**config.mk**
```make
export PLATFORM = sky130hd
export DESIGN_NAME = cmdproc_top
export DESIGN_NICKNAME = d
export VERILOG_FILES = /design/src/common/cmd_pkg.sv /design/src/common/rsp_pkg.sv /design/src/hw/credit_fifo.sv /design/src/hw/cmd_decode.sv /design/src/hw/alu_execute.sv /design/src/hw/rsp_result.sv /design/src/hw/cmdproc_top.sv
export VERILOG_INCLUDE_DIRS = /design/src /design/src/common
export SDC_FILE = /design/constraint.sdc
export NUM_CORES = 1
export LEC_CHECK = 0
export ABC_AREA = 1
export BUFFER_PORTS_ARGS = -buffer_cell sky130_fd_sc_hd__clkbuf_2
export CORE_MARGIN = 4
export CORE_UTILIZATION = 30
export CTS_CLUSTER_SIZE = 40
export DETAILED_ROUTE_END_ITERATION = 10
export GPL_ROUTABILITY_DRIVEN = 0
export PLACE_DENSITY = 0.43
export SYNTH_ARGS = -nofsm -noshare
export SYNTH_HDL_FRONTEND = slang
export SYNTH_SLANG_ARGS = --single-unit
```
**constraint.sdc**
```tcl
create_clock -name i_clk -period 4.55 [get_ports i_clk]
set_clock_uncertainty 0.05 [all_clocks]
set_input_delay 0.455 -clock i_clk [delete_from_list [all_inputs] [get_ports i_clk]]
set_output_delay 0.455 -clock i_clk [all_outputs]
set_load 0.01 [all_outputs]
```
**src/common/cmdproc_params.svh**
```systemverilog
`ifndef CMDPROC_PARAMS_SVH
`define CMDPROC_PARAMS_SVH

// operand and result width
`define CP_DATA_W 16

// command tag carried through to the response
`define CP_TAG_W 4

// command queue depth, also the host credit count after reset
`define CP_CMD_DEPTH 8

// response queue depth, also the decode credit count after reset
`define CP_RSP_DEPTH 4

// credits granted by the downstream consumer after reset
`define CP_RSP_CREDITS 2

`endif

```
**src/common/cmd_pkg.sv**
```systemverilog
`include "cmdproc_params.svh"

package cmd_pkg;

  // codes 5..7 are not assigned and decode as illegal
  typedef enum logic [2:0] {
    OP_ADD = 3'd0,
    OP_SUB = 3'd1,
    OP_AND = 3'd2,
    OP_XOR = 3'd3,
    OP_SRL = 3'd4  // a >> b[3:0]
  } opcode_e;

  // 39-bit command as pushed by the host
  typedef struct packed {
    opcode_e                op;
    logic [`CP_DATA_W-1:0]  a;
    logic [`CP_DATA_W-1:0]  b;
    logic [`CP_TAG_W-1:0]   tag;
  } cmd_t;

  // decoded micro-op handed to execute
  typedef struct packed {
    cmd_t cmd;
    logic illegal;  // opcode outside the enum
  } uop_t;

endpackage

```
**src/common/rsp_pkg.sv**
```systemverilog
`include "cmdproc_params.svh"

package rsp_pkg;

  typedef enum logic [1:0] {
    ST_OK     = 2'd0,
    ST_BAD_OP = 2'd1
  } status_e;

  // 22-bit response returned to the consumer
  typedef struct packed {
    logic [`CP_TAG_W-1:0]   tag;
    logic [`CP_DATA_W-1:0]  result;
    status_e                status;
  } rsp_t;

endpackage

```
**src/hw/credit_fifo.sv**
```systemverilog
`timescale 1ns/1ps
`include "cmdproc_params.svh"

module credit_fifo #(
  parameter type T     = logic [7:0],
  parameter int  DEPTH = `CP_CMD_DEPTH
) (
  input  logic i_clk,
  input  logic i_rst_n,
  input  logic i_push,
  input  T     i_data,
  input  logic i_pop,
  output T     o_data,
  output logic o_empty,
  output logic o_full,
  output logic o_credit,
  output logic o_overrun
);

  localparam int AW    = (DEPTH > 1) ? $clog2(DEPTH) : 1;
  localparam int CNT_W = $clog2(DEPTH + 1);

  T               mem [DEPTH];
  logic [AW-1:0]  wr_ptr;
  logic [AW-1:0]  rd_ptr;
  logic [CNT_W-1:0] count;
  logic           do_push;
  logic           do_pop;

  function automatic logic [AW-1:0] next_ptr(input logic [AW-1:0] ptr);
    if (ptr == AW'(DEPTH - 1)) begin
      return '0;  // wrap for depths that are not a power of two
    end
    return ptr + 1'b1;
  endfunction

  assign o_empty = (count == '0);
  assign o_full  = (count == CNT_W'(DEPTH));
  assign o_data  = mem[rd_ptr];  // head is visible without a register stage

  assign do_pop  = i_pop && !o_empty;
  assign do_push = i_push && (!o_full || do_pop);  // full queue still takes a push on a pop

  always_ff @(posedge i_clk) begin
    if (do_push) begin
      mem[wr_ptr] <= i_data;
    end
  end

  always_ff @(posedge i_clk or negedge i_rst_n) begin
    if (!i_rst_n) begin
      wr_ptr    <= '0;
      rd_ptr    <= '0;
      count     <= '0;
      o_credit  <= 1'b0;
      o_overrun <= 1'b0;
    end else begin
      if (do_push) wr_ptr <= next_ptr(wr_ptr);
      if (do_pop)  rd_ptr <= next_ptr(rd_ptr);
      count    <= count + CNT_W'(do_push) - CNT_W'(do_pop);
      o_credit <= do_pop;  // credit goes back one cycle after the item leaves
      if (i_push && !do_push) begin
        o_overrun <= 1'b1;  // sticky until reset and the write is lost
      end
    end
  end

  // credit flow keeps the reader from popping an empty queue
  a_no_pop_empty : assert property (@(posedge i_clk) disable iff (!i_rst_n)
    i_pop |-> !o_empty);

  a_count_bound : assert property (@(posedge i_clk) disable iff (!i_rst_n)
    count <= CNT_W'(DEPTH));

endmodule

```
**src/hw/cmd_decode.sv**
```systemverilog
`timescale 1ns/1ps
`include "cmdproc_params.svh"

module cmd_decode (
  input  logic          i_clk,
  input  logic          i_rst_n,
  input  cmd_pkg::cmd_t i_cmd,
  input  logic          i_cmd_empty,
  input  logic          i_slot_credit,
  output logic          o_pop,
  output logic          o_uop_valid,
  output cmd_pkg::uop_t o_uop
);

  import cmd_pkg::*;

  localparam int CRED_W = $clog2(`CP_RSP_DEPTH + 1);

  logic [CRED_W-1:0] credits;  // free slots reserved in the response queue
  logic              issue;
  logic              illegal;

  // one credit covers a uop from issue until it leaves the response queue
  assign issue = !i_cmd_empty && (credits != '0);
  assign o_pop = issue;

  assign illegal = (i_cmd.op > OP_SRL);

  always_ff @(posedge i_clk or negedge i_rst_n) begin
    if (!i_rst_n) begin
      credits     <= CRED_W'(`CP_RSP_DEPTH);
      o_uop_valid <= 1'b0;
    end else begin
      o_uop_valid <= issue;
      case ({issue, i_slot_credit})
        2'b10:   credits <= credits - 1'b1;
        2'b01:   credits <= credits + 1'b1;
        default: credits <= credits;  // both or neither
      endcase
    end
  end

  always_ff @(posedge i_clk) begin
    if (issue) begin
      o_uop.cmd     <= i_cmd;
      o_uop.illegal <= illegal;
    end
  end

  a_credit_bound : assert property (@(posedge i_clk) disable iff (!i_rst_n)
    credits <= CRED_W'(`CP_RSP_DEPTH));

endmodule

```
**src/hw/alu_execute.sv**
```systemverilog
`timescale 1ns/1ps
`include "cmdproc_params.svh"

module alu_execute (
  input  logic          i_clk,
  input  logic          i_rst_n,
  input  logic          i_uop_valid,
  input  cmd_pkg::uop_t i_uop,
  output logic          o_rsp_valid,
  output rsp_pkg::rsp_t o_rsp
);

  import cmd_pkg::*;
  import rsp_pkg::*;

  logic [`CP_DATA_W-1:0] result;
  status_e               status;

  always_comb begin
    status = ST_OK;
    case (i_uop.cmd.op)
      OP_ADD:  result = i_uop.cmd.a + i_uop.cmd.b;  // wraps at data width
      OP_SUB:  result = i_uop.cmd.a - i_uop.cmd.b;
      OP_AND:  result = i_uop.cmd.a & i_uop.cmd.b;
      OP_XOR:  result = i_uop.cmd.a ^ i_uop.cmd.b;
      OP_SRL:  result = i_uop.cmd.a >> i_uop.cmd.b[3:0];
      default: result = '0;
    endcase
    if (i_uop.illegal) begin
      result = '0;
      status = ST_BAD_OP;
    end
  end

  always_ff @(posedge i_clk or negedge i_rst_n) begin
    if (!i_rst_n) begin
      o_rsp_valid <= 1'b0;
    end else begin
      o_rsp_valid <= i_uop_valid;
    end
  end

  always_ff @(posedge i_clk) begin
    if (i_uop_valid) begin
      o_rsp.tag    <= i_uop.cmd.tag;  // tag is passed through
      o_rsp.result <= result;
      o_rsp.status <= status;
    end
  end

endmodule

```
**src/hw/rsp_result.sv**
```systemverilog
`timescale 1ns/1ps
`include "cmdproc_params.svh"

module rsp_result (
  input  logic          i_clk,
  input  logic          i_rst_n,
  input  logic          i_rsp_valid,
  input  rsp_pkg::rsp_t i_rsp,
  input  logic          i_rsp_credit,
  output logic          o_rsp_valid,
  output rsp_pkg::rsp_t o_rsp,
  output logic          o_slot_credit
);

  import rsp_pkg::*;

  localparam int CRED_W = $clog2(`CP_RSP_CREDITS + 1);

  logic [CRED_W-1:0] out_credits;  // consumer grants not yet used
  rsp_t              head;
  logic              q_empty;
  logic              q_credit;
  logic              q_overrun;
  logic              can_send;
  logic              bypass;
  logic              pop;
  logic              push;
  logic              send;
  logic              bypass_q;

  assign can_send = (out_credits != '0);
  // an empty queue lets a fresh response go straight to the output register
  assign bypass   = can_send && q_empty && i_rsp_valid;
  assign pop      = can_send && !q_empty;
  assign push     = i_rsp_valid && !bypass;
  assign send     = bypass || pop;

  credit_fifo #(
    .T     (rsp_t),
    .DEPTH (`CP_RSP_DEPTH)
  ) u_rsp_fifo (
    .i_clk     (i_clk),
    .i_rst_n   (i_rst_n),
    .i_push    (push),
    .i_data    (i_rsp),
    .i_pop     (pop),
    .o_data    (head),
    .o_empty   (q_empty),
    .o_full    (),
    .o_credit  (q_credit),
    .o_overrun (q_overrun)
  );

  // slot goes back to decode one cycle after the send on either path
  assign o_slot_credit = q_credit || bypass_q;

  always_ff @(posedge i_clk or negedge i_rst_n) begin
    if (!i_rst_n) begin
      out_credits <= CRED_W'(`CP_RSP_CREDITS);
      o_rsp_valid <= 1'b0;
      bypass_q    <= 1'b0;
    end else begin
      o_rsp_valid <= send;
      bypass_q    <= bypass;
      out_credits <= out_credits - CRED_W'(send) + CRED_W'(i_rsp_credit);
    end
  end

  always_ff @(posedge i_clk) begin
    if (send) begin
      o_rsp <= pop ? head : i_rsp;  // queued items go first to keep order
    end
  end

  // decode credits must keep this queue from ever filling past its depth
  a_no_overrun : assert property (@(posedge i_clk) disable iff (!i_rst_n)
    !q_overrun);

endmodule

```
**src/hw/cmdproc_top.sv**
```systemverilog
`timescale 1ns/1ps
`include "cmdproc_params.svh"

module cmdproc_top (
  input  logic          i_clk,
  input  logic          i_rst_n,
  input  logic          i_cmd_valid,
  input  cmd_pkg::cmd_t i_cmd,
  output logic          o_cmd_credit,
  output logic          o_rsp_valid,
  output rsp_pkg::rsp_t o_rsp,
  input  logic          i_rsp_credit,
  output logic          o_overrun
);

  import cmd_pkg::*;
  import rsp_pkg::*;

  cmd_t head_cmd;     // command queue head
  logic cmd_empty;
  logic cmd_pop;
  logic uop_valid;
  uop_t uop;
  logic rsp_valid;
  rsp_t rsp;
  logic slot_credit;  // response queue slot freed

  credit_fifo #(
    .T     (cmd_t),
    .DEPTH (`CP_CMD_DEPTH)
  ) u_cmd_fifo (
    .i_clk     (i_clk),
    .i_rst_n   (i_rst_n),
    .i_push    (i_cmd_valid),
    .i_data    (i_cmd),
    .i_pop     (cmd_pop),
    .o_data    (head_cmd),
    .o_empty   (cmd_empty),
    .o_full    (),
    .o_credit  (o_cmd_credit),
    .o_overrun (o_overrun)
  );

  cmd_decode u_decode (
    .i_clk         (i_clk),
    .i_rst_n       (i_rst_n),
    .i_cmd         (head_cmd),
    .i_cmd_empty   (cmd_empty),
    .i_slot_credit (slot_credit),
    .o_pop         (cmd_pop),
    .o_uop_valid   (uop_valid),
    .o_uop         (uop)
  );

  alu_execute u_execute (
    .i_clk       (i_clk),
    .i_rst_n     (i_rst_n),
    .i_uop_valid (uop_valid),
    .i_uop       (uop),
    .o_rsp_valid (rsp_valid),
    .o_rsp       (rsp)
  );

  rsp_result u_result (
    .i_clk         (i_clk),
    .i_rst_n       (i_rst_n),
    .i_rsp_valid   (rsp_valid),
    .i_rsp         (rsp),
    .i_rsp_credit  (i_rsp_credit),
    .o_rsp_valid   (o_rsp_valid),
    .o_rsp         (o_rsp),
    .o_slot_credit (slot_credit)
  );

endmodule

```
[Word level (Yosys, flattened, before mapping)]
Memories as Yosys holds them, arrays and structs flattened.
Index checks and enable logic that the tools add are counted.
Storage, ports and cells
  output and inout port bits: 25
  flip-flop bits (word level): 113
  memories kept: 2
  input bits: 43
  bits in writable memories: 400
  word-level logic and storage cells: 108
Operators by class
  reductions and logical operators: 26
  add/subtract/negate cells: 14
  $lt $le $gt $ge: 1
  multiplexer cells: 24
  equal/unequal tests: 12
  bitwise operators: 2
  shift-type cells: 1
Memories
  u_cmd_fifo.mem: words 8, width 39, read ports 1, clocked after memory_dff 0, write ports 1, line credit_fifo.sv:23  | T mem [DEPTH];
  u_result.u_rsp_fifo.mem: words 4, width 22, read ports 1, clocked after memory_dff 0, write ports 1, line credit_fifo.sv:23
Operators by type and width (count)
  $pmux 16 s5: 1
  $mux 22: 1
  $add 16x16->16: 1
  $and 16x16->16: 1
  $shr 16x4->16: 1
  $sub 16x16->16: 1
  $xor 16x16->16: 1
  $mux 1: 13
  $eq 3x3->1 const B: 4
  $mux 3: 4
  $logic_and 1x1->1: 10
  $add 3x1->3 const B: 3
  $mux 2: 4
  $eq 2x2->1 const B: 3
  $eq 3x2->1 const B: 2
  $logic_not 1->1: 6
  $logic_not 3->1: 2
  $pmux 3 s2: 1
  $add 2x1->2 const B: 2
  $add 4x1->4: 1
  $eq 4x4->1 const B: 1
  $logic_not 4->1: 1
  $logic_or 1x1->1: 4
  $reduce_bool 2->1: 2
  10 further kinds: 10

[Logic depth before layout (Yosys ltp)]
Gate-level depths: netlist of run 1.
  depth in word-level cells: 8
  depth in mapped cells: 21
  gate-level depth less buffers: 19

[Modules after synthesis]
Synthesis of run 1 repeated with hierarchy kept, for this count alone.
Unflattened totals
  cell total of the unflattened synthesis: 2085
  area, all modules: 22914.5 um2
Modules (own cells, without submodules)
  credit_fifo (u_cmd_fifo): cells each 1124, instances 1, area each 13242.7 um2, seq. area each 9669.3 um2
  credit_fifo (u_result.u_rsp_fifo): cells each 294, instances 1, area each 3841.2 um2, seq. area each 2867.8 um2
  alu_execute: cells each 482, instances 1, area each 3168.0 um2, seq. area each 655.6 um2
  cmd_decode: cells each 64, instances 1, area each 1436.4 um2, seq. area each 1302.5 um2
  rsp_result: cells each 121, instances 1, area each 1226.2 um2, seq. area each 762.0 um2

[Worst setup path before layout of run 1]
No wires, ideal clock.
  kind: flip-flop to flip-flop
  start point: reg u_result.u_rsp_fifo.count[1]
  end point: reg u_result.out_credits[0]
  period minus slack after synthesis: 3.275 ns
  path buffers: 0
  stages on the path, launching flop included: 9
  library setup time: 0.126 ns
  path slack: 1.275 ns
  data required time: 4.374 ns
  arrival time: 3.099 ns
  cells stage by stage: dfrtp_1 -> nor2_1 -> nand2_1 -> nor2_1 -> inv_1 -> o21ai_0 -> ha_1 -> inv_1 -> ha_1
Between the ends
  word-level cells in the longest chain between the ends: 6
  elaborated cells on any way between the ends: 8
  classes of those cells: add/sub: 2; reduce/logical: 6
Ends and longest elaborated chain
  from (decl): line credit_fifo.sv:26  | logic [CNT_W-1:0] count;
  from (signal assigned): line credit_fifo.sv:60  | count <= count + CNT_W'(do_push) - CNT_W'(do_pop);
  $logic_not 3->1 (*): line credit_fifo.sv:37  | assign o_empty = (count == '0);
  $logic_and 1x1->1 or $logic_not 1->1 (tied branches): line rsp_result.sv:33, rsp_result.sv:34
  $logic_and 1x1->1 (on tied branches): line rsp_result.sv:33, rsp_result.sv:34
  $logic_or 1x1->1 (*): line rsp_result.sv:36  | assign send = bypass || pop;
  net u_result.send: line rsp_result.sv:28  | logic send;
  $sub 2x1->2 (*): line rsp_result.sv:65  | out_credits <= out_credits - CRED_W'(send) + CRED_W'(i_rsp_credit);
  $add 2x1->2 (*): line rsp_result.sv:65
  to (signal assigned): line rsp_result.sv:59  | out_credits <= CRED_W'(`CP_RSP_CREDITS);
  to (signal assigned): line rsp_result.sv:65
  to (decl): line rsp_result.sv:19  | logic [CRED_W-1:0] out_credits;
Mark *: on every way through the listed nets, which the timed path passes. The rest lies on a longest branch.
A chain may end at the register's enable or synchronous reset.

[Worst setup path in the final report of run 1]
  start point: reg u_decode.o_uop[5] (netlist bit)
  end point: reg u_execute.o_rsp[17] (netlist bit) (data pin)
Between the ends
  word-level cells in the longest chain between the ends: 2
  elaborated cells on any way between the ends: 4
  classes of those cells: add/sub: 2; shift: 1; mux: 1
Ends and longest elaborated chain
  from (decl): line cmd_decode.sv:12  | output cmd_pkg::uop_t o_uop
  $sub 16x16->16, or another cell as far along: line alu_execute.sv:23  | OP_SUB: result = i_uop.cmd.a - i_uop.cmd.b;
  $pmux 16 s5 (*): line alu_execute.sv:21  | case (i_uop.cmd.op)
  to (decl): line alu_execute.sv:10  | output rsp_pkg::rsp_t o_rsp
Mark *: on every way between the ends. The rest lies on a longest branch, timed or not.

==> results of run 1 <==
[final cells by class]
| type | count | area (sq um) |
|---|---|---|
| clock inverter | 32 | 329 |
| sequential | 506 | 15100 |
| tap | 950 | 1190 |
| multi-input combinational | 1137 | 5890 |
| timing repair buffer | 102 | 631 |
| clock buffer | 74 | 1510 |
| fill | 7085 | 46600 |
| inverter | 98 | 375 |
[cell usage after synthesis (2+ instances only)]
cell / count
fa_1: 4
nor3_1: 2
xor2_1: 10
o22ai_1: 47
clkbuf_1: 44
o21a_1: 3
nor2_1: 421
nand2_2: 2
a31oi_1: 58
o21ai_0: 203
o21bai_1: 2
ha_1: 51
a221oi_2: 2
o31ai_1: 3
xnor2_1: 15
nand4_1: 8
nand2_1: 153
or2_2: 3
dfrtp_1: 26
buf_4: 16
nand3_1: 39
buf_2: 23
a22o_1: 9
o21ai_1: 39
inv_1: 90
dfstp_2: 2
nand3b_1: 5
buf_6: 7
or2_1: 3
edfxtp_1: 478
a22oi_1: 2
inv_2: 7
a21oi_1: 40
and2_1: 3
[cells by family after synthesis]
logic type / share of synthesized area (%)
adder cells (fa/ha/maj): 3.31
buffers and inverters: 3.93
AND/OR/NAND/NOR: 11.9
other: 0.0173
flip-flops: 69.3
AO/OA/AOI/OAI: 10.5
multiplexers: 0.0979
XOR/XNOR: 1.01
[layout by cell type (no fill, tap or decap), types with 40 or more instances in the layout]
master	count
edfxtp_1	478
nor2_1	409
o21ai_0	202
nand2_1	153
inv_1	88
clkbuf_2	66
a31oi_1	58
clkbuf_16	56
ha_1	51
o22ai_1	47
a21oi_1	40
[per-layer routing]
layer  vias up  global-route usage, %  part of all wire (%)
met3        86                   2.38                   3.9
met4         6                   3.33                   1.9
met5         -                      0                 0.077
li1       6648                      -                     -
met1      6697                   18.4                    46
met2       256                   23.0                    48
[flip-flops by register name, summed over array words and instances (netlist names), 3 cells and up]
register / cells
u_decode.credits: 3
u_cmd_fifo.count: 4
u_cmd_fifo.wr_ptr: 3
u_result.u_rsp_fifo.count: 3
u_decode.o_uop: 40
u_cmd_fifo.rd_ptr: 3
u_cmd_fifo.mem: 312
u_execute.o_rsp: 21
u_result.o_rsp: 21
u_result.u_rsp_fifo.mem: 84
[worst paths after layout]
| kind | start | to | slack [ns] | cells after the start |
|---|---|---|---|---|
| worst max register to register | u_decode.o_uop[5] | u_execute.o_rsp[17] | 1.06 | 17 |
| worst max-delay path | u_decode.o_uop[5] | u_execute.o_rsp[17] | 1.06 | 17 |
| min in group asynchronous | i_rst_n | u_cmd_fifo.count[2] | 0.41 | 2 |
| worst min register to register | u_decode.o_uop[3] | u_execute.o_rsp[20] | 0.37 | 0 |
| worst min-delay path | i_rsp_credit | u_result.out_credits[0] | 0.04 | 2 |
| max in group asynchronous | i_rst_n | u_cmd_fifo.rd_ptr[0] | 3.45 | 2 |
[per-stage QoR]
stage / hold slack (ns) / cells / total power [mW] / utilization (%)
floorplan: 0.109 / 1832 / 6.19 / -
global placement: 0.356 / 2791 / 6.55 / 32.3
detailed placement: 0.363 / 2791 / 6.57 / 32.3
CTS: 0.0107 / 2899 / 11.1 / 34.9
global route: 0.0322 / 2899 / 11.4 / 34.9
finish: 0.0410 / 2899 / 10.9 / 34.9
[timing repair]
item / 4_1_cts / 5_1_grt
setup endpoints to repair: 0 / 0
gates resized for setup: 0 / 0
hold buffers: 2 / 0
endpoints found under the hold margin: 27 / 0
[where the power goes]
part	total (mW)	switching, mW	internal [mW]	leakage [nW]
sequential	5.65	0.0916	5.56	4.65
clock	4.48	1.85	2.63	0.883
combinational	0.795	0.588	0.208	3.38
total	10.9	2.53	8.39	8.91
==> out/results.ini, run 1 <==
[outcome]
status = completed

[clock_network]
cts_root_buffer = clkbuf_16
htreeDepth = 2
clock_latency_ns = 0.62
cts.sinks = 506
clkSlewWorstSetupHoldPaths_ns = 0.06
cts_buffer_depth = 3
cts_inserted_buffers = 56
cts_tree = yes
cts_setup_buffers = 0

[hold_path]
worstHoldPathType = input pin to register

[final_layout]
final_nets = 1999
n_antenna_cell = 0
layout-drive-gt1-share_pct = 11.4
fin_area_sq_mm = 0.0250
area_growth_pct = 15.0

[drt]
viasPerCell = 4.72
wl_per_cell_microns = 18.4
drtAntennaViolNets = 0
finalWirelength_mm = 53.4
first_iter_violations = 920
drc = 0
via_count = 13700
firstDrtPassIters = 5

[sta]
fin_ws_ns = 1.06
setup_violations = 0
fin_crit_sh_pct = 76.8
drv_slew = 0
fmax_ghz = 0.286
tns_ns = 0
period_minus_slack_ns = 3.49
rsz0062_at_grt = no
hold_viol = 0
max_slew_margin_pct = 38.9
tightest_slew_ns = 0.916

[worst_setup_path]
crit_slowest_cell = edfxtp_1
path_common_cell = nand2_1
start_kind = register
cp_top_family = simple AND/OR/NAND/NOR gates
arrival_ns = 3.76
critPathMaxFanout = 19
worstSetupEndpointType = register
critical-path-max-stage-delay_ns = 0.65
path_cells = inv_4 -> ha_1 -> nand4_1 -> nor2_1 -> nand3_1 -> nand2_1 -> xor2_1 -> inv_1 -> ha_1 -> a21oi_1 -> nand2_1 -> nand2_1 -> nand2_1 -> a21oi_1 -> nand3_1 -> nand3_1 -> a21oi_1
crit_required_ns = 4.81
critPathBufInv = 2
path_class = register to register

[synth]
synth_top_area_cell = edfxtp_1
ys_top_cells_by_area = edfxtp_1 66%, nor2_1 7.3%, o21ai_0 4.7%
synthCells = 1832
synth_edf_count = 478
synth_top_flop_cell = edfxtp_1
yosysWarnings = 0
async_flop_share_pct = 5.53
synth_area_sq_mm = 0.0217
ys_seq_area_share_pct = 69.3
synth_top_cell_area_share_pct = 66.1
ys_ff_latch = 506
yosys.cell_types.count = 46
syn-mean-instance-area_sq_um = 11.9
syn-num-nets = 1930

[power]
power_density_mw_per_mm2 = 437
power.static_leakage_nw = 8.91
ir_drop_mv = 0.320

[die]
num_io_pins = 68
die_w_microns = 277
rows = 98
dieArea_sq_mm = 0.0768
coreArea_sq_mm = 0.0716
start_util_pct = 30.3
die_y_microns = 277

[global_routing]
grt_pass1_wl_mm = 82.7
grt_pass1_vias = 13600
grt_max_degree = 99
track_usage_pct = 13.7
grt_overflow = 0
antenna_found_initial = 3

[placement]
portBuffers = 66
pre_cts_ws_ns = 1.14
post_dp_cell_area_sq_mm = 0.0231
dp_hpwl_mm = 32.2

[flow_run]
cap_violations = 0

Note: power is estimated with default switching activity, not from simulation.
==> run 2, diff against run 1 <==
Settings changed: ABC_AREA 1 to 0, PLACE_DENSITY 0.43 to 0.45.
Clock period 4.55 ns to 2.9 ns, I/O delays scaled along.
==> out/results.ini, run 2 <==
[sta]
rsz0062_at_grt = yes
fin_crit_sh_pct = 109
hold_viol = 0
tightest_slew_ns = 0.830
fin_ws_ns = -0.273
drv_slew = 0
fmax_ghz = 0.315
max_slew_margin_pct = 44.7
setup_violations = 6
period_minus_slack_ns = 3.17

[die]
rows = 97
num_io_pins = 68
dieArea_sq_mm = 0.0749
coreArea_sq_mm = 0.0700
die_y_microns = 274
die_w_microns = 274
start_util_pct = 30.3

[drt]
drtAntennaViolNets = 0
first_iter_violations = 637
finalWirelength_mm = 46.6
via_count = 10600
viasPerCell = 4.62
wl_per_cell_microns = 20.2
firstDrtPassIters = 5
drc = 0

[power]
power_density_mw_per_mm2 = 1230
switching_power_mw = 10.9
p_clk_share_pct = 20.3
p_int_mw = 21.1
ir_drop_mv = 0.582
power.static_leakage_nw = 8.91
p_comb_share_pct = 42.4
switching_share_pct = 34.0
p_seq_share_pct = 37.4

[global_routing]
grt_max_degree = 44
antenna_found_initial = 3
grt_pass1_wl_mm = 71.7
grt_overflow = 0
track_usage_pct = 12.5
grt_pass1_vias = 11300

[synth]
yosysWarnings = 0
synth.top_cells.by_count = 478 x edfxtp_1, 112 x mux4_2, 69 x mux2_2
synth_edf_count = 478
ys_top_cells_by_area = edfxtp_1 68%, mux4_2 12%, mux2_2 3.7%
async_flop_share_pct = 5.53
ys_ff_latch = 506
synth_top_area_cell = edfxtp_1
ys_seq_area_share_pct = 71.1
yosys.cell_types.count = 63
synth.most_common_cell = edfxtp_1
syn-mean-instance-area_sq_um = 19.2
syn-num-nets = 1199
synth_area_sq_mm = 0.0212
synth_top_cell_area_share_pct = 67.7
synthCells = 1101
synth_top_flop_cell = edfxtp_1

[final_layout]
final_nets = 1420
largest_reg_flops = 312
layout-drive-gt1-share_pct = 36.2
area_growth_pct = 22.7
layout_common_cells = 478 x edfxtp_1, 112 x mux4_2, 82 x buf_4
fin_area_sq_mm = 0.0260
top_register = u_cmd_fifo.mem
final_util_pct = 37.1
final_common_cell = edfxtp_1
top_regs = u_cmd_fifo.mem (312), u_result.u_rsp_fifo.mem (84), u_decode.o_uop (40)

[worst_setup_path]
cp_top_family = simple AND/OR/NAND/NOR gates
critPathMaxFanout = 2
arrival_ns = 3.42
worstSetupEndpointType = register
critical-path-max-stage-delay_ns = 0.56
critPathBufInv = 0
path_class = register to register
crit_slowest_cell = or4_4
crit_required_ns = 3.15
start_kind = register
path_cells = or4_4 -> nor4_4 -> nor2_1 -> xnor2_1 -> ha_1 -> a21o_1 -> a21oi_2 -> or3b_4 -> o21ai_2 -> xor2_1 -> o22ai_1

[placement]
portBuffers = 66
dp_hpwl_mm = 29.0
post_dp_cell_area_sq_mm = 0.0237
pre_cts_ws_ns = -0.307

[outcome]
violations = setup timing
status = complete, but fails checks

[clock_network]
clkSlewWorstSetupHoldPaths_ns = 0.06
cts_root_buffer = clkbuf_16
clock_latency_ns = 0.60
cts_buffer_depth = 3
cts.sinks = 506
cts_inserted_buffers = 55
cts_tree = yes
htreeDepth = 2

[flow_run]
cap_violations = 0

[hold_path]
worstHoldPathType = input pin to async pin

run 2: cell count changes in the layout (fill, tap and decap cells not counted), sizes merged, moves of 71 or more:
| cell | delta |
|---|---|
| buf | +71 |
| inv | -72 |
| mux4 | +112 |
| nand2 | -127 |
| nor2 | -381 |
| o21ai | -227 |
run 2: repair_timing:
item	CTS	global route
hold buffers	42	0
endpoints found under the hold margin	340	0
endpoints found under the setup margin	10	10
pin swaps	22	9
cloned	0	0
buffers inserted	5	2
gates resized for setup	21	16
run 2: area by class of cell:
cell class                      instances  area (sq um)
Multi-Input combinational cell        519          6170
Tap cell                              940          1180
Clock buffer                           68          1470
Sequential cell                       506         15100
Fill cell                            6516         44000
Timing Repair Buffer                  213          1790
Antenna cell                            2          5.00
Inverter                               27           108
Clock inverter                         30           205
run 2: kinds of logic after synthesis:
kind of cell               after synthesis  synth area share [%]
other                                    1                0.0177
xor gates and xnor gates                33                  1.36
muxes                                  189                  15.9
DFF                                    506                  71.1
and+or+nand+nor                        132                  3.17
buffers and inverters                   76                  1.50
adders and majority gates               55                  3.39
AOI/OAI and AO/OA                      109                  3.55
run 2: final timing paths:
check	from	end	slack, ns	depth (start not counted)
setup reg to reg	u_decode.o_uop[14]	u_execute.o_rsp[16]	-0.27	11
setup / recovery	u_decode.o_uop[14]	u_execute.o_rsp[16]	-0.27	11
max in group asynchronous	i_rst_n	u_cmd_fifo.rd_ptr[0]	1.99	2
hold / removal	i_rst_n	u_cmd_fifo.wr_ptr[0]	0.25	2
min in group i_clk	u_decode.o_uop[2]	u_execute.o_rsp[19]	0.38	0
hold reg to reg	u_decode.o_uop[2]	u_execute.o_rsp[19]	0.38	0
run 2: metal layers:
layer	share of wire, %	wire, microns	GRT usage, %	vias to the layer above
li1	-	-	-	4925
met3	3.9	1830	2.38	67
met4	2.0	941	3.00	0
met5	0	0	0	-
met1	46	21400	17.2	5486
met2	48	22500	20.7	170
run 2: power groups by stage:
stage	registers [mW]	logic (mW)	clock network, mW
2_1_floorplan	11.6	8.65	0
3_3_place_gp	12.1	13.1	0
3_5_place_dp	12.1	13.1	0
4_1_cts	12.0	13.6	6.72
5_1_grt	12.2	14.9	7.03
6_report	11.9	13.6	6.48
run 2: through the flow:
| step | setup TNS [ns] | total power [mW] | cells | hold slack [ns] |
|---|---|---|---|---|
| CTS | -0.679 | 32.3 | 2301 | 0.243 |
| global route | -2.10 | 34.1 | 2305 | 0.312 |
| finish | -0.703 | 32.0 | 2305 | 0.249 |
| detailed placement | -1.19 | 25.2 | 2157 | 0.360 |
| global placement | -1.02 | 25.2 | 2157 | 0.362 |
| floorplan | -0.574 | 20.3 | 1101 | -0.0556 |
==> run 3, diff against run 2 <==
Settings changed: CTS_CLUSTER_DIAMETER from default to 200, PLACE_DENSITY 0.45 to 0.43.
Clock period 2.9 ns to 3.66 ns, I/O delays scaled along.
==> out/results.ini, run 3 (synthesized netlist as in run 2, its figures left out) <==
[outcome]
status = completed

[drt]
finalWirelength_mm = 46.3
drc = 0
wl_per_cell_microns = 21.6
first_iter_violations = 779
via_count = 10200
drtAntennaViolNets = 0
firstDrtPassIters = 4
viasPerCell = 4.75

[global_routing]
antenna_found_initial = 3
track_usage_pct = 12.3
grt_pass1_wl_mm = 70.4
grt_max_degree = 44
grt_pass1_vias = 10700
grt_overflow = 0

[worst_setup_path]
path_class = register to register
path_cells = or3_4 -> nor3_1 -> nand3b_1 -> o31ai_1 -> xor2_1 -> ha_1 -> a21oi_1 -> or3b_2 -> o21ai_0 -> xor2_1 -> o22ai_1
cp_top_family = simple AND/OR/NAND/NOR gates
reg2reg_from = u_decode.o_uop[10]
worstSetupEndpointType = register
r2r_slack_ns = 0.23
critical-path-max-stage-delay_ns = 0.48
crit_required_ns = 3.91
start_kind = register
path_common_cell = xor2_1
critPathBufInv = 0
r2r-end = u_execute.o_rsp[16]
r2r_cells = 11
crit_slowest_cell = edfxtp_1
critPathMaxFanout = 6
arrival_ns = 3.68

[flow_run]
cap_violations = 0

[die]
coreArea_sq_mm = 0.0700
die_y_microns = 274
rows = 97
dieArea_sq_mm = 0.0749
start_util_pct = 30.3
num_io_pins = 68
die_w_microns = 274

[sta]
setup_violations = 0
fmax_ghz = 0.292
drv_slew = 0
fin_crit_sh_pct = 93.7
hold_viol = 0
whs_ns = 0.0292
rsz0062_at_grt = no
period_minus_slack_ns = 3.43
max_slew_margin_pct = 40.0
tightest_slew_ns = 0.900

[final_layout]
seqCellArea_sq_mm = 0.0151
layout-drive-gt1-share_pct = 27.4
final_nets = 1298
multi_input_area_sq_mm = 0.00589
area_growth_pct = 11.9
largest_reg_flops = 312
top_regs = u_cmd_fifo.mem (312), u_result.u_rsp_fifo.mem (84), u_decode.o_uop (40)
final_common_cell = edfxtp_1
layout_common_cells = 478 x edfxtp_1, 112 x mux4_2, 69 x mux2_2
final_util_pct = 33.9
top_register = u_cmd_fifo.mem
n_antenna_cell = 0
fillerInstances = 6641

[clock_network]
cts.sinks = 506
cts_resized = 0
cts_root_buffer = clkbuf_16
cts_hold_buffers = 23
cts_tree = yes
cts_inserted_buffers = 16
cts_buffer_depth = 3
cts_setup_buffers = 0
clock_latency_ns = 0.57
htreeDepth = 1
clkSlewWorstSetupHoldPaths_ns = 0.16

[power]
power.static_leakage_nw = 7.83
power.total_mw = 21.1
ir_drop_mv = 0.373
power_density_mw_per_mm2 = 889

[hold_path]
hold_start = i_cmd[4]
hold_end = u_cmd_fifo.mem[2][4]
worstHoldPathType = input pin to register
whs_path_depth = 1

[placement]
dp_hpwl_mm = 29.1
portBuffers = 66

==> run 3: layout make-up <==
type / count / share of cell area, %
clock inverter: 2 / 0.137
sequential: 506 / 63.5
inverter: 27 / 0.427
timing repair buffer: 130 / 4.35
tap: 940 / 4.96
clock buffer: 20 / 1.75
multi-input combinational: 519 / 24.8
==> run 3: worst max path at each step <==
stage / from / to / slack [ns] / depth (start not counted)
2_1_floorplan: u_decode.credits[2] / u_cmd_fifo.mem[2][0] / -0.75 / 6
3_3_place_gp: u_decode.o_uop[14] / u_execute.o_rsp[16] / 0.28 / 11
3_5_place_dp: u_decode.o_uop[10] / u_execute.o_rsp[16] / 0.25 / 11
4_1_cts: u_decode.o_uop[10] / u_execute.o_rsp[16] / 0.23 / 11
5_1_grt: u_decode.o_uop[14] / u_execute.o_rsp[16] / 0.04 / 11
6_report: u_decode.o_uop[10] / u_execute.o_rsp[16] / 0.23 / 11
==> run 3: routing by layer <==
layer	share of wire, %	vias up	GRT usage [%]
met5	0.12	-	0
met1	47	5383	17.5
li1	-	4623	-
met2	48	129	20.3
met4	1.7	6	2.22
met3	3.0	39	1.82
==> run 3: metrics by stage <==
step           cell area [sq um]  TNS [ns]  instances  worst slack (ns)
2_1_floorplan              21200    -92.51       1101            -0.747
3_3_place_gp               23000         0       2099             0.284
3_5_place_dp               23000         0       2099             0.254
4_1_cts                    23700         0       2144             0.227
5_1_grt                    23700         0       2144            0.0449
6_report                   23700         0       2144             0.230
==> run 3: power breakdown <==
group | internal (mW) | switching [mW]
clock network | 0.840 | 1.67
logic | 4.21 | 4.77
registers | 8.42 | 1.16
